$ cat src/verilog/analog_pkg.sv
/*
 * Analog path definitions. Sample, gain, product and sum types, the
 * 14 bit saturation limits and the converter code flip.
 */
package analog_pkg;

  // ----------------------------------------
  // widths
  localparam int SAMPLE_W  = 14;                        // converter width
  localparam int GAIN_W    = 16;
  localparam int KP_FRAC   = 8;                         // 256 is unity gain
  localparam int PRODUCT_W = SAMPLE_W + GAIN_W;         // 30 bit full product
  localparam int SUM_W     = PRODUCT_W - KP_FRAC + 1;   // scaled product plus offset

  // ----------------------------------------
  // types
  typedef logic signed [SAMPLE_W-1:0]  sample_t;    // two's complement sample
  typedef logic        [SAMPLE_W-1:0]  dac_code_t;  // raw converter code
  typedef logic signed [GAIN_W-1:0]    gain_t;
  typedef logic signed [PRODUCT_W-1:0] product_t;
  typedef logic signed [SUM_W-1:0]     sum_t;

  // saturation limits of a 14 bit sample
  localparam int SAT_MAX = (1 << (SAMPLE_W - 1)) - 1;  // +8191
  localparam int SAT_MIN = -(1 << (SAMPLE_W - 1));     // -8192

  // converter code <-> two's complement, same rule both ways
  // msb kept, the rest inverted (negative slope code)
  function automatic logic [SAMPLE_W-1:0] flip_code(input logic [SAMPLE_W-1:0] v);
    return {v[SAMPLE_W-1], ~v[SAMPLE_W-2:0]};
  endfunction

endpackage

$ cat src/verilog/bus_pkg.sv
/*
 * System bus definitions. Address and data widths, the region field
 * that splits the address map, and the register slots of a channel.
 */
package bus_pkg;

  // ----------------------------------------
  // bus widths
  localparam int SYS_AW = 32;  // byte address
  localparam int SYS_DW = 32;  // data word

  // ----------------------------------------
  // region decoding
  localparam int N_REGIONS      = 8;
  localparam int REGION_W       = $clog2(N_REGIONS);  // 3 bit field
  localparam int REGION_LSB     = 20;                 // field sits in addr[22:20]
  localparam int CH_BASE_REGION = 1;                  // channel i lives in region 1+i

  // register slot inside a channel region
  localparam int REG_LSB = 2;  // word aligned slots
  localparam int REG_W   = 2;  // four slots, two in use

  localparam logic [REG_W-1:0] REG_OFFSET = 2'd0;  // output level
  localparam logic [REG_W-1:0] REG_GAIN   = 2'd1;  // proportional gain

  // ----------------------------------------
  // bus types
  typedef logic [SYS_AW-1:0]    sys_addr_t;
  typedef logic [SYS_DW-1:0]    sys_data_t;
  typedef logic [N_REGIONS-1:0] region_sel_t;  // one-hot

endpackage
$ cat src/verilog/pitaya_top.sv
/*
 * Board top, adc_clk slice. ADC front end, a row of gain and offset
 * channels on the system bus, and the DAC output stage.
 */
`timescale 1ns/1ps

module pitaya_top #(
  parameter int N_CH = 2  // 1 to 7 channels
) (
  input  logic                  adc_clk,
  input  logic                  reset_i,      // sync, active high
  input  analog_pkg::dac_code_t adc_dat_a_i,  // ADC channel a
  input  analog_pkg::dac_code_t adc_dat_b_i,  // ADC channel b
  input  bus_pkg::sys_addr_t    sys_addr_i,
  input  bus_pkg::sys_data_t    sys_wdata_i,
  input  logic                  sys_wen_i,
  input  logic                  sys_ren_i,
  output bus_pkg::sys_data_t    sys_rdata_o,
  output logic                  sys_ack_o,
  output analog_pkg::dac_code_t dac_dat_a_o,
  output analog_pkg::dac_code_t dac_dat_b_o,
  output logic                  dac_rst_o,
  output logic [N_CH-1:0]       led_o         // saturation per channel
);

  import bus_pkg::*;
  import analog_pkg::*;

  localparam int N_ADC = 2;  // converter inputs on the board

  sample_t   [N_ADC-1:0] adc_sample;
  logic      [N_CH-1:0]  ch_wen;
  logic      [N_CH-1:0]  ch_ren;
  sys_data_t [N_CH-1:0]  ch_rdata;
  logic      [N_CH-1:0]  ch_ack;
  sample_t   [N_CH-1:0]  ch_result;
  logic      [N_CH-1:0]  ch_sat;

  // ----------------------------------------
  // front end
  adc_frontend u_adc_frontend (
    .adc_clk      (adc_clk),
    .reset_i      (reset_i),
    .adc_dat_a_i  (adc_dat_a_i),
    .adc_dat_b_i  (adc_dat_b_i),
    .adc_sample_o (adc_sample)
  );

  // ----------------------------------------
  // bus decoder
  sys_bus_decoder #(.N_CH(N_CH)) u_sys_bus_decoder (
    .sys_addr_i  (sys_addr_i),
    .sys_wen_i   (sys_wen_i),
    .sys_ren_i   (sys_ren_i),
    .ch_rdata_i  (ch_rdata),
    .ch_ack_i    (ch_ack),
    .ch_wen_o    (ch_wen),
    .ch_ren_o    (ch_ren),
    .sys_rdata_o (sys_rdata_o),
    .sys_ack_o   (sys_ack_o)
  );

  // ----------------------------------------
  // channels, region 1+i each
  for (genvar i = 0; i < N_CH; i++) begin : g_ch
    dac_channel u_dac_channel (
      .adc_clk     (adc_clk),
      .reset_i     (reset_i),
      .sample_i    (adc_sample[i % N_ADC]),  // extra channels reuse the inputs
      .sys_addr_i  (sys_addr_i),
      .sys_wdata_i (sys_wdata_i),
      .sys_wen_i   (ch_wen[i]),
      .sys_ren_i   (ch_ren[i]),
      .sys_rdata_o (ch_rdata[i]),
      .sys_ack_o   (ch_ack[i]),
      .result_o    (ch_result[i]),
      .sat_o       (ch_sat[i])
    );
  end

  // ----------------------------------------
  // output stage
  dac_output #(.N_CH(N_CH)) u_dac_output (
    .adc_clk     (adc_clk),
    .reset_i     (reset_i),
    .result_i    (ch_result),
    .sat_i       (ch_sat),
    .dac_dat_a_o (dac_dat_a_o),
    .dac_dat_b_o (dac_dat_b_o),
    .dac_rst_o   (dac_rst_o),
    .led_o       (led_o)
  );

endmodule

$ cat src/verilog/dac_output.sv
/*
 * DAC output stage. Registers channel results in converter code,
 * shows saturation on the LEDs and drives the converter reset.
 */
`timescale 1ns/1ps

module dac_output #(
  parameter int N_CH = 2
) (
  input  logic                             adc_clk,
  input  logic                             reset_i,      // sync, active high
  input  analog_pkg::sample_t [N_CH-1:0]   result_i,     // per channel result
  input  logic                [N_CH-1:0]   sat_i,        // per channel clamp flag
  output analog_pkg::dac_code_t            dac_dat_a_o,  // channel 0
  output analog_pkg::dac_code_t            dac_dat_b_o,  // last channel
  output logic                             dac_rst_o,
  output logic                [N_CH-1:0]   led_o         // lit while clamping
);

  import analog_pkg::*;

  // code for a zero sample, mid scale
  localparam dac_code_t DAC_ZERO = {1'b0, {(SAMPLE_W - 1){1'b1}}};

  // ----------------------------------------
  // output register, cycle 4
  always_ff @(posedge adc_clk) begin
    if (reset_i) begin
      dac_dat_a_o <= DAC_ZERO;
      dac_dat_b_o <= DAC_ZERO;
      led_o       <= '0;
    end else begin
      dac_dat_a_o <= dac_code_t'(flip_code(result_i[0]));         // back to converter code
      dac_dat_b_o <= dac_code_t'(flip_code(result_i[N_CH - 1]));  // with one channel, same as a
      led_o       <= sat_i;  // lines up with the codes
    end
  end

  // converter held in reset with the system
  assign dac_rst_o = reset_i;

endmodule

$ cat src/verilog/dac_channel.sv
/*
 * One output channel. Holds gain and offset on the system bus and runs
 * the scale, add and saturate pipeline on the incoming sample.
 */
`timescale 1ns/1ps

module dac_channel (
  input  logic                adc_clk,
  input  logic                reset_i,      // sync, active high
  input  analog_pkg::sample_t sample_i,     // from the front end
  input  bus_pkg::sys_addr_t  sys_addr_i,
  input  bus_pkg::sys_data_t  sys_wdata_i,
  input  logic                sys_wen_i,    // already gated by region
  input  logic                sys_ren_i,
  output bus_pkg::sys_data_t  sys_rdata_o,
  output logic                sys_ack_o,    // one edge after strobe
  output analog_pkg::sample_t result_o,     // saturated result
  output logic                sat_o         // clamp applied to result_o
);

  import bus_pkg::*;
  import analog_pkg::*;

  logic [REG_W-1:0] reg_sel;    // slot from addr[3:2]
  sample_t          offset_q;   // added after scaling
  gain_t            gain_q;     // KP_FRAC fraction bits
  product_t         prod_q;     // stage 2
  sum_t             sum;        // scaled product plus offset
  sample_t          clamped;
  logic             clamp_hit;

  assign reg_sel = sys_addr_i[REG_LSB +: REG_W];

  // ----------------------------------------
  // register slots
  always_ff @(posedge adc_clk) begin
    if (reset_i) begin
      offset_q    <= '0;
      gain_q      <= '0;
      sys_ack_o   <= 1'b0;
      sys_rdata_o <= '0;
    end else begin
      sys_ack_o <= sys_wen_i | sys_ren_i;  // every access acks next edge

      if (sys_wen_i) begin
        case (reg_sel)
          REG_OFFSET: offset_q <= sample_t'(sys_wdata_i[SAMPLE_W-1:0]);
          REG_GAIN:   gain_q   <= gain_t'(sys_wdata_i[GAIN_W-1:0]);
          default:    ;  // slots 2 and 3 ignore writes
        endcase
      end

      if (sys_ren_i) begin
        case (reg_sel)
          REG_OFFSET: sys_rdata_o <= {{(SYS_DW - SAMPLE_W){offset_q[SAMPLE_W-1]}}, offset_q};
          REG_GAIN:   sys_rdata_o <= {{(SYS_DW - GAIN_W){gain_q[GAIN_W-1]}}, gain_q};
          default:    sys_rdata_o <= '0;  // unused slots
        endcase
      end
    end
  end

  // ----------------------------------------
  // shift, add and clamp
  always_comb begin
    // dropping the KP_FRAC low bits is the arithmetic right shift
    sum = sum_t'($signed(prod_q[PRODUCT_W-1:KP_FRAC])) + sum_t'(offset_q);

    if (sum > sum_t'(SAT_MAX)) begin
      clamped   = sample_t'(SAT_MAX);  // positive overflow
      clamp_hit = 1'b1;
    end else if (sum < sum_t'(SAT_MIN)) begin
      clamped   = sample_t'(SAT_MIN);  // negative overflow
      clamp_hit = 1'b1;
    end else begin
      clamped   = sum[SAMPLE_W-1:0];   // in range so plain truncation
      clamp_hit = 1'b0;
    end
  end

  // ----------------------------------------
  // product and result pipeline
  always_ff @(posedge adc_clk) begin
    if (reset_i) begin
      prod_q   <= '0;
      result_o <= '0;
      sat_o    <= 1'b0;
    end else begin
      prod_q   <= product_t'(sample_i) * product_t'(gain_q);  // signed 14x16 in cycle 2
      result_o <= clamped;            // cycle 3
      sat_o    <= clamp_hit;          // same sample as result_o
    end
  end

endmodule

$ cat src/verilog/adc_frontend.sv
/*
 * ADC front end. Registers both converter words and turns the
 * negative slope offset code into two's complement samples.
 */
`timescale 1ns/1ps

module adc_frontend (
  input  logic                      adc_clk,
  input  logic                      reset_i,       // sync, active high
  input  analog_pkg::dac_code_t     adc_dat_a_i,   // raw code, channel a
  input  analog_pkg::dac_code_t     adc_dat_b_i,   // raw code, channel b
  output analog_pkg::sample_t [1:0] adc_sample_o   // [0] is a, [1] is b
);

  import analog_pkg::*;

  // ----------------------------------------
  // input register, one cycle
  always_ff @(posedge adc_clk) begin
    if (reset_i) begin
      adc_sample_o <= '0;  // zero sample during reset
    end else begin
      adc_sample_o[0] <= sample_t'(flip_code(adc_dat_a_i));  // keep msb, invert rest
      adc_sample_o[1] <= sample_t'(flip_code(adc_dat_b_i));
    end
  end

endmodule

$ cat src/verilog/sys_bus_decoder.sv
/*
 * System bus decoder. Splits the address map into eight regions,
 * steers the strobes to the channels and muxes read data and ack back.
 */
`timescale 1ns/1ps

module sys_bus_decoder #(
  parameter int N_CH = 2  // channels behind regions 1..N_CH
) (
  input  bus_pkg::sys_addr_t            sys_addr_i,  // held until ack
  input  logic                          sys_wen_i,   // one cycle write strobe
  input  logic                          sys_ren_i,   // one cycle read strobe
  input  bus_pkg::sys_data_t [N_CH-1:0] ch_rdata_i,  // per channel read data
  input  logic               [N_CH-1:0] ch_ack_i,    // per channel ack
  output logic               [N_CH-1:0] ch_wen_o,
  output logic               [N_CH-1:0] ch_ren_o,
  output bus_pkg::sys_data_t            sys_rdata_o,
  output logic                          sys_ack_o
);

  import bus_pkg::*;

  logic [REGION_W-1:0] region;      // addr[22:20]
  region_sel_t         region_sel;  // one-hot of region

  assign region = sys_addr_i[REGION_LSB +: REGION_W];

  always_comb begin
    region_sel         = '0;
    region_sel[region] = 1'b1;
  end

  // ----------------------------------------
  // strobes into the channel regions
  always_comb begin
    for (int i = 0; i < N_CH; i++) begin
      ch_wen_o[i] = region_sel[CH_BASE_REGION + i] & sys_wen_i;  // gated by select
      ch_ren_o[i] = region_sel[CH_BASE_REGION + i] & sys_ren_i;
    end
  end

  // ----------------------------------------
  // read data and ack back to the master
  always_comb begin
    sys_rdata_o = '0;                     // empty region reads zero
    sys_ack_o   = sys_wen_i | sys_ren_i;  // and acks with the strobe
    for (int i = 0; i < N_CH; i++) begin
      if (region_sel[CH_BASE_REGION + i]) begin
        sys_rdata_o = ch_rdata_i[i];  // registered in the channel
        sys_ack_o   = ch_ack_i[i];    // one edge after the strobe
      end
    end
  end

endmodule

$ cat config.mk
export PLATFORM = sky130hd
export DESIGN_NAME = pitaya_top
export DESIGN_NICKNAME = d
export VERILOG_FILES = /design/src/verilog/analog_pkg.sv /design/src/verilog/bus_pkg.sv /design/src/verilog/pitaya_top.sv /design/src/verilog/dac_output.sv /design/src/verilog/dac_channel.sv /design/src/verilog/adc_frontend.sv /design/src/verilog/sys_bus_decoder.sv
export SDC_FILE = /design/constraint.sdc
export NUM_CORES = 2
export LEC_CHECK = 0
export ABC_CLOCK_PERIOD_IN_PS = 18800
export BUFFER_PORTS_ARGS = -buffer_cell sky130_fd_sc_hd__buf_2
export CORE_MARGIN = 1.5
export CORE_UTILIZATION = 65
export CTS_BUF_LIST = sky130_fd_sc_hd__clkbuf_2 sky130_fd_sc_hd__clkbuf_4 sky130_fd_sc_hd__clkbuf_8
export DETAILED_ROUTE_END_ITERATION = 8
export MAX_ROUTING_LAYER = met4
export PLACE_DENSITY = 0.84
export SYNTH_ARGS = -nofsm -noshare
export SYNTH_HDL_FRONTEND = slang
export SYNTH_SLANG_ARGS = --single-unit
export TNS_END_PERCENT = 1
$ cat constraint.sdc
create_clock -name adc_clk -period 18.8 [get_ports adc_clk]
set_input_delay 0 -clock adc_clk [delete_from_list [all_inputs] [get_ports adc_clk]]
set_output_delay 0 -clock adc_clk [all_outputs]
set_load 0.01 [all_outputs]
**After elaboration in Yosys (flattened, before gate mapping)**

Cells that the tools add are included.

- Bits in registers: 274
- Input port bits: 96
- Output and inout bits: 64
- Word-level logic and storage cells: 67

- Add/subtract/negate cells: 2
- Multiply operators: 2
- $lt $le $gt $ge: 6
- Equal/unequal tests: 1
- Mux-type cells: 16
- Bitwise operators: 11
- Reduce and logical (&&, ||, !) cells: 8

Operators by type and width:

| operator | count |
|---|---|
| one-hot mux 32 bit (2 select lines) | 2 |
| two-way mux 32 bit | 2 |
| multiplier 14 x 16 -> 30 bit | 2 |
| inverter 13 bit | 4 |
| adder 22 x 14 -> 23 bit | 2 |
| > comparator 23 x 14 -> 1 bit, second input constant | 2 |
| < comparator 23 x 14 -> 1 bit, second input constant | 2 |
| two-way mux 14 bit | 2 |
| two-way mux 13 bit | 2 |
| AND reduction 2 bit | 4 |
| two-way mux 1 bit | 7 |
| AND 1 bit | 4 |
| < comparator 3 x 4 -> 1 bit, second input constant | 1 |
| OR reduction 2 bit | 2 |
| demux 1 bit (select 3 bit) | 1 |
| greater-or-equal comparator 3 x 1 -> 1 bit, second input constant | 1 |
| OR 1 bit | 3 |
| equality test 2 x 1 -> 1 bit, second input constant | 1 |
| logical NOT 2 bit | 1 |
| logical AND 1 bit | 1 |

**Logic depth before layout (Yosys ltp)**

- Depth in word-level cells: 6
- Gate-level depth with buffers: 24
- Gate-level depth less buffers: 23

**Hierarchy**

Synthesis repeated with hierarchy kept, for this count alone.

- Cells, all modules: 3007
- Area total of the unflattened synthesis: 27184.8 µm²

By module, submodules not included:

| module | times used | cells each | area an instance (µm²) | seq. area each (µm²) |
|---|---|---|---|---|
| dac_channel at g_ch[1].u_dac_channel | 1 | 1418 | 12649.6 | 1681.6 |
| dac_channel at g_ch[0].u_dac_channel | 1 | 1418 | 12554.5 | 1681.6 |
| dac_output | 1 | 64 | 810.8 | 600.6 |
| adc_frontend | 1 | 59 | 706.9 | 560.5 |
| sys_bus_decoder | 1 | 48 | 462.9 | 0.0 |

**Least setup slack after synthesis**

Ideal clock, no wire load.

- Path kind: reg2reg
- From: reg u_adc_frontend.adc_sample_o[5] in the netlist's numbering
- To: reg g_ch[0].u_dac_channel.prod_q[28]
- Setup time: 121 ps
- Data arrival time: 6197 ps
- Required time: 18679 ps
- Path slack: 12482 ps
- Cell stages (with the launch flop): 24
- Buffers on the path: 1
- Period minus slack after synthesis: 6318 ps
- Cells stage by stage: dfxtp_1 > clkbuf_1 > nand2_1 > fa_1 > inv_1 > fa_1 > inv_1 > fa_1 > inv_1 > fa_1 > fa_1 > inv_1 > fa_1 > inv_1 > ha_1 > a21oi_1 > o221ai_1 > a221oi_1 > a21oi_1 > o41ai_2 > o21ai_1 > or2_1 > a21oi_1 > mux2_2

- Word-level cells in the longest chain between the ends: 1

Ends and longest elaborated chain:

| what | RTL line | text |
|---|---|---|
| start: declaration | adc_frontend.sv:12 | `output analog_pkg::sample_t [1:0] adc_sample_o` |
| multiplier 14 x 16 -> 30 bit | dac_channel.sv:89 | `prod_q <= product_t'(sample_i) * product_t'(gain_q);` |
| end signal: assignment | dac_channel.sv:89 |  |
| end: declaration | dac_channel.sv:27 | `product_t prod_q;` |

Every way passes these cells.
A chain may end at the register's enable or synchronous reset.

**Final worst setup path**

- From: reg u_adc_frontend.adc_sample_o[16] in the netlist's numbering
- To: reg g_ch[1].u_dac_channel.prod_q[29]

- Word-level cells in the longest chain between the ends: 1

Ends and longest elaborated chain:

| what | RTL line |
|---|---|
| multiplier 14 x 16 -> 30 bit | dac_channel.sv:89 |
| end signal: assignment | dac_channel.sv:89 |
| end: declaration | dac_channel.sv:27 |

Every way passes these cells.

==> flow_summary.ini <==
[synth]
avgSynthCellArea_um2 = 8.92
seq_area_frac_synth_pct = 17.4
synth_largest_area_cell = fa_1
ys_types = 80
synth_top_cell_area_share_pct = 33.8
ys_top_cells_by_area = fa_1, dfxtp_1, ha_1
synth_area_um2 = 25900
ys.flop_type = dfxtp_1
syn_inst = 2908
synth-seq-cells = 226
ys_warn_count = 0
synth_edf_count = 0
syn_nets = 3622
synthArstFlopShare_pct = 0

[worst_setup_path]
end_kind = register
r2r_setup_slack_ns = 11.51
crit_type = register to register
cp_slowest_cell = dfxtp_1
cp_cell_sequence = nand2_1 -> fa_1 -> fa_1 -> inv_1 -> fa_1 -> fa_1 -> fa_1 -> inv_1 -> fa_1 -> inv_1 -> ha_1 -> a21o_1 -> a2111oi_0 -> o21bai_1 -> a221oi_2 -> o211ai_1 -> o31ai_1 -> xnor2_1 -> nor2_1
crit_family = adder cells
cpPeakStageDelay_ns = 0.78
reg2reg_from = u_adc_frontend.adc_sample_o[16]$_SDFF_PP0_
path_buf_inv = 3
startpoint_type = register
worst-endpoint-required_ns = 19.29
reg2reg_to = g_ch[1].u_dac_channel.prod_q[29]$_SDFF_PP0_
worst_path_most_repeated_cell = fa_1
crit_end = g_ch[1].u_dac_channel.prod_q[29]$_SDFF_PP0_
cp_num_cells = 19
cp-startpoint = u_adc_frontend.adc_sample_o[16]$_SDFF_PP0_
r2r_cells = 19
critPathMaxFanout = 16
arrival_ns = 7.77

[global_routing]
grt_max_degree = 99
antenna_found_initial = 1
grt_usage_pct = 32.4
grt_pass1_wl_um = 103000
grt_pass1_vias = 21400
overflow = 0

[clock_network]
cts_resized = 0
clock-sinks = 226
path_clk_slew_ns = 0.06
cts_max_level = 2
cts_tree = yes
cts_root_buffer = clkbuf_8
cts_setup_buffers = 0
cts_inserted_buffers = 40
clock_latency_ns = 0.63
clockBufferDepth = 3

[die]
die_area_um2 = 41100
die_height_um = 203
fp.dieW_um = 203
ios = 160
initial_utilization_pct = 65.6
core-area_um2 = 39500
rows = 73

[power]
combPwrFrac_pct = 13.7
switching_share_pct = 28.5
clkPwrFrac_pct = 42.8
power_density_nw_per_um2 = 43.1
p_sw_mw = 0.348
totalPowerFinal_mw = 1.22
vdd_drop_max_v = 0.0000596
p_leak_nw = 13.9
seq_power_share_pct = 43.5
p_int_mw = 0.872

[timing]
rsz0062_at_grt = false
max_freq_mhz = 137
final_hold_viol_count = 0
tightest_slew_ns = 1.09
slew_headroom_pct = 27.1
setup_viol_count_final = 0
holdWs_ns = 0.0553
skew_ns = 0.0579
final.setup.tns_ns = 0
maxSlewViolCount = 0
period_share_pct = 38.8
min_period_ns = 7.29

[drt]
via_per_inst = 5.74
wl_per_cell_um = 17.5
drc = 0
ant_nets = 0
vias = 20400
routed_wirelength_um = 62500
drtIter0Drc = 1424
firstDrtPassIters = 5

[placed_design]
gp_congestion = 0.926
dp_cells = 3414
dp_hpwl_um = 48100
io_buffers = 116

[final_layout]
final_cell_mix = inv_1, fa_1, nand2_1, dfxtp_1, and2_1
layout-drive-gt1-share_pct = 7.35
layout.nets = 3722
final_common_cell = inv_1
area_growth_syn_to_layout_pct = 9.09
post-route-util_pct = 71.6
nFillCells = 2844
finalNonFillerCells = 3562

[worst_hold_path]
hp-class = primary input to register

[run]
cap_violations = 0

[run_status]
status = complete, no violations
==> layer usage <==
layer / global-route usage [%] / part of all wire [%] / up-vias / wire [um]
li1: - / - / 9245 / -
met1: 40.7 / 39 / 10100 / 24300
met2: 52.2 / 49 / 886 / 30600
met3: 5.44 / 8.3 / 208 / 5200
met4: 13.3 / 3.8 / 0 / 2360
met5: - / 0 / - / 0
==> synthesized netlist by cell type (all sizes together) (15+ instances only) <==
master / number
nor2b: 22
buf: 24
mux2i: 29
a211oi: 27
o21a: 20
clkbuf: 117
xor2: 37
ha: 180
fa: 438
and2: 224
dfxtp: 226
nor3: 44
nand3: 18
and3: 15
nor2: 158
a21oi: 146
nand2b: 21
a22o: 16
nand2: 384
inv: 513
o21ai: 61
xnor2: 42
a21o: 26
==> power groups by stage <==
stage | logic [mW] | registers (mW) | clock network (mW)
after detailed placement | 0.153 | 0.540 | 0
after global placement | 0.146 | 0.539 | 0
after global routing | 0.186 | 0.533 | 0.552
after CTS | 0.165 | 0.530 | 0.531
after floorplan | 0.114 | 0.525 | 0
final | 0.167 | 0.531 | 0.522
==> worst min path at each step <==
stage	from	to	slack, ns	depth (start not counted)
finish	sys_addr_i[21]	g_ch[1].u_dac_channel.sys_ack_o$_SDFF_PP0_	0.06	4
global route	sys_addr_i[21]	g_ch[1].u_dac_channel.sys_ack_o$_SDFF_PP0_	0.07	4
global placement	adc_dat_a_i[12]	u_adc_frontend.adc_sample_o[12]$_SDFF_PP0_	0.15	2
CTS	adc_dat_b_i[3]	u_adc_frontend.adc_sample_o[17]$_SDFF_PP0_	0.02	3
detailed placement	adc_dat_a_i[6]	u_adc_frontend.adc_sample_o[6]$_SDFF_PP0_	0.16	2
floorplan	adc_dat_a_i[12]	u_adc_frontend.adc_sample_o[12]$_SDFF_PP0_	0.07	1
==> cells by family (layout without fill, tap and decap cells) <==
kind of cell | Yosys count | in the layout | share of synthesized area (%)
xor gates and xnor gates | 79 | 79 | 2.67
DFF | 226 | 226 | 17.4
adders and majority gates | 618 | 618 | 42.5
muxes | 30 | 30 | 1.16
and+or+nand+nor | 923 | 923 | 16.9
buffers and inverters | 656 | 784 | 9.81
AOI/OAI and AO/OA | 376 | 376 | 9.60
other | 0 | 1 | 0
==> stage by stage <==
stage	worst slack, ns	cell area [um2]
2_1_floorplan	12.48	25900
3_3_place_gp	11.72	26600
3_5_place_dp	11.52	26600
4_1_cts	11.51	28300
5_1_grt	11.07	28300
6_report	11.51	28300
==> flip-flops by register name, indices dropped and copies added (netlist names) <==
| register | cells |
|---|---|
| g_ch.u_dac_channel.gain_q | 32 |
| g_ch.u_dac_channel.offset_q | 28 |
| g_ch.u_dac_channel.prod_q | 44 |
| g_ch.u_dac_channel.result_o | 28 |
| g_ch.u_dac_channel.sat_o | 2 |
| g_ch.u_dac_channel.sys_ack_o | 2 |
| g_ch.u_dac_channel.sys_rdata_o | 32 |
| u_adc_frontend.adc_sample_o | 28 |
| u_dac_output.dac_dat_a_o | 14 |
| u_dac_output.dac_dat_b_o | 14 |
| u_dac_output.led_o | 2 |
==> final cells by class <==
type	count	area, um2	area share [%]
Clock inverter	16	218	0.769
Inverter	515	1930	6.83
Sequential cell	226	4520	16.0
Timing Repair Buffer	199	1400	4.95
Clock buffer	54	687	2.43
Antenna cell	1	2.50	0.00884
Multi-Input combinational cell	2026	18900	66.7
Tap cell	525	657	2.32
==> worst min-delay path: cells and delay by family <==
kind	cells	cell delay, ns
simple gates	2	0.31
buf+inv	2	0.31
==> timing repair <==
action,CTS,global route
hold buffers,77,0
endpoints found under the setup margin,0,0
endpoints found under the hold margin,126,0
(Power assumes the default switching activity.)
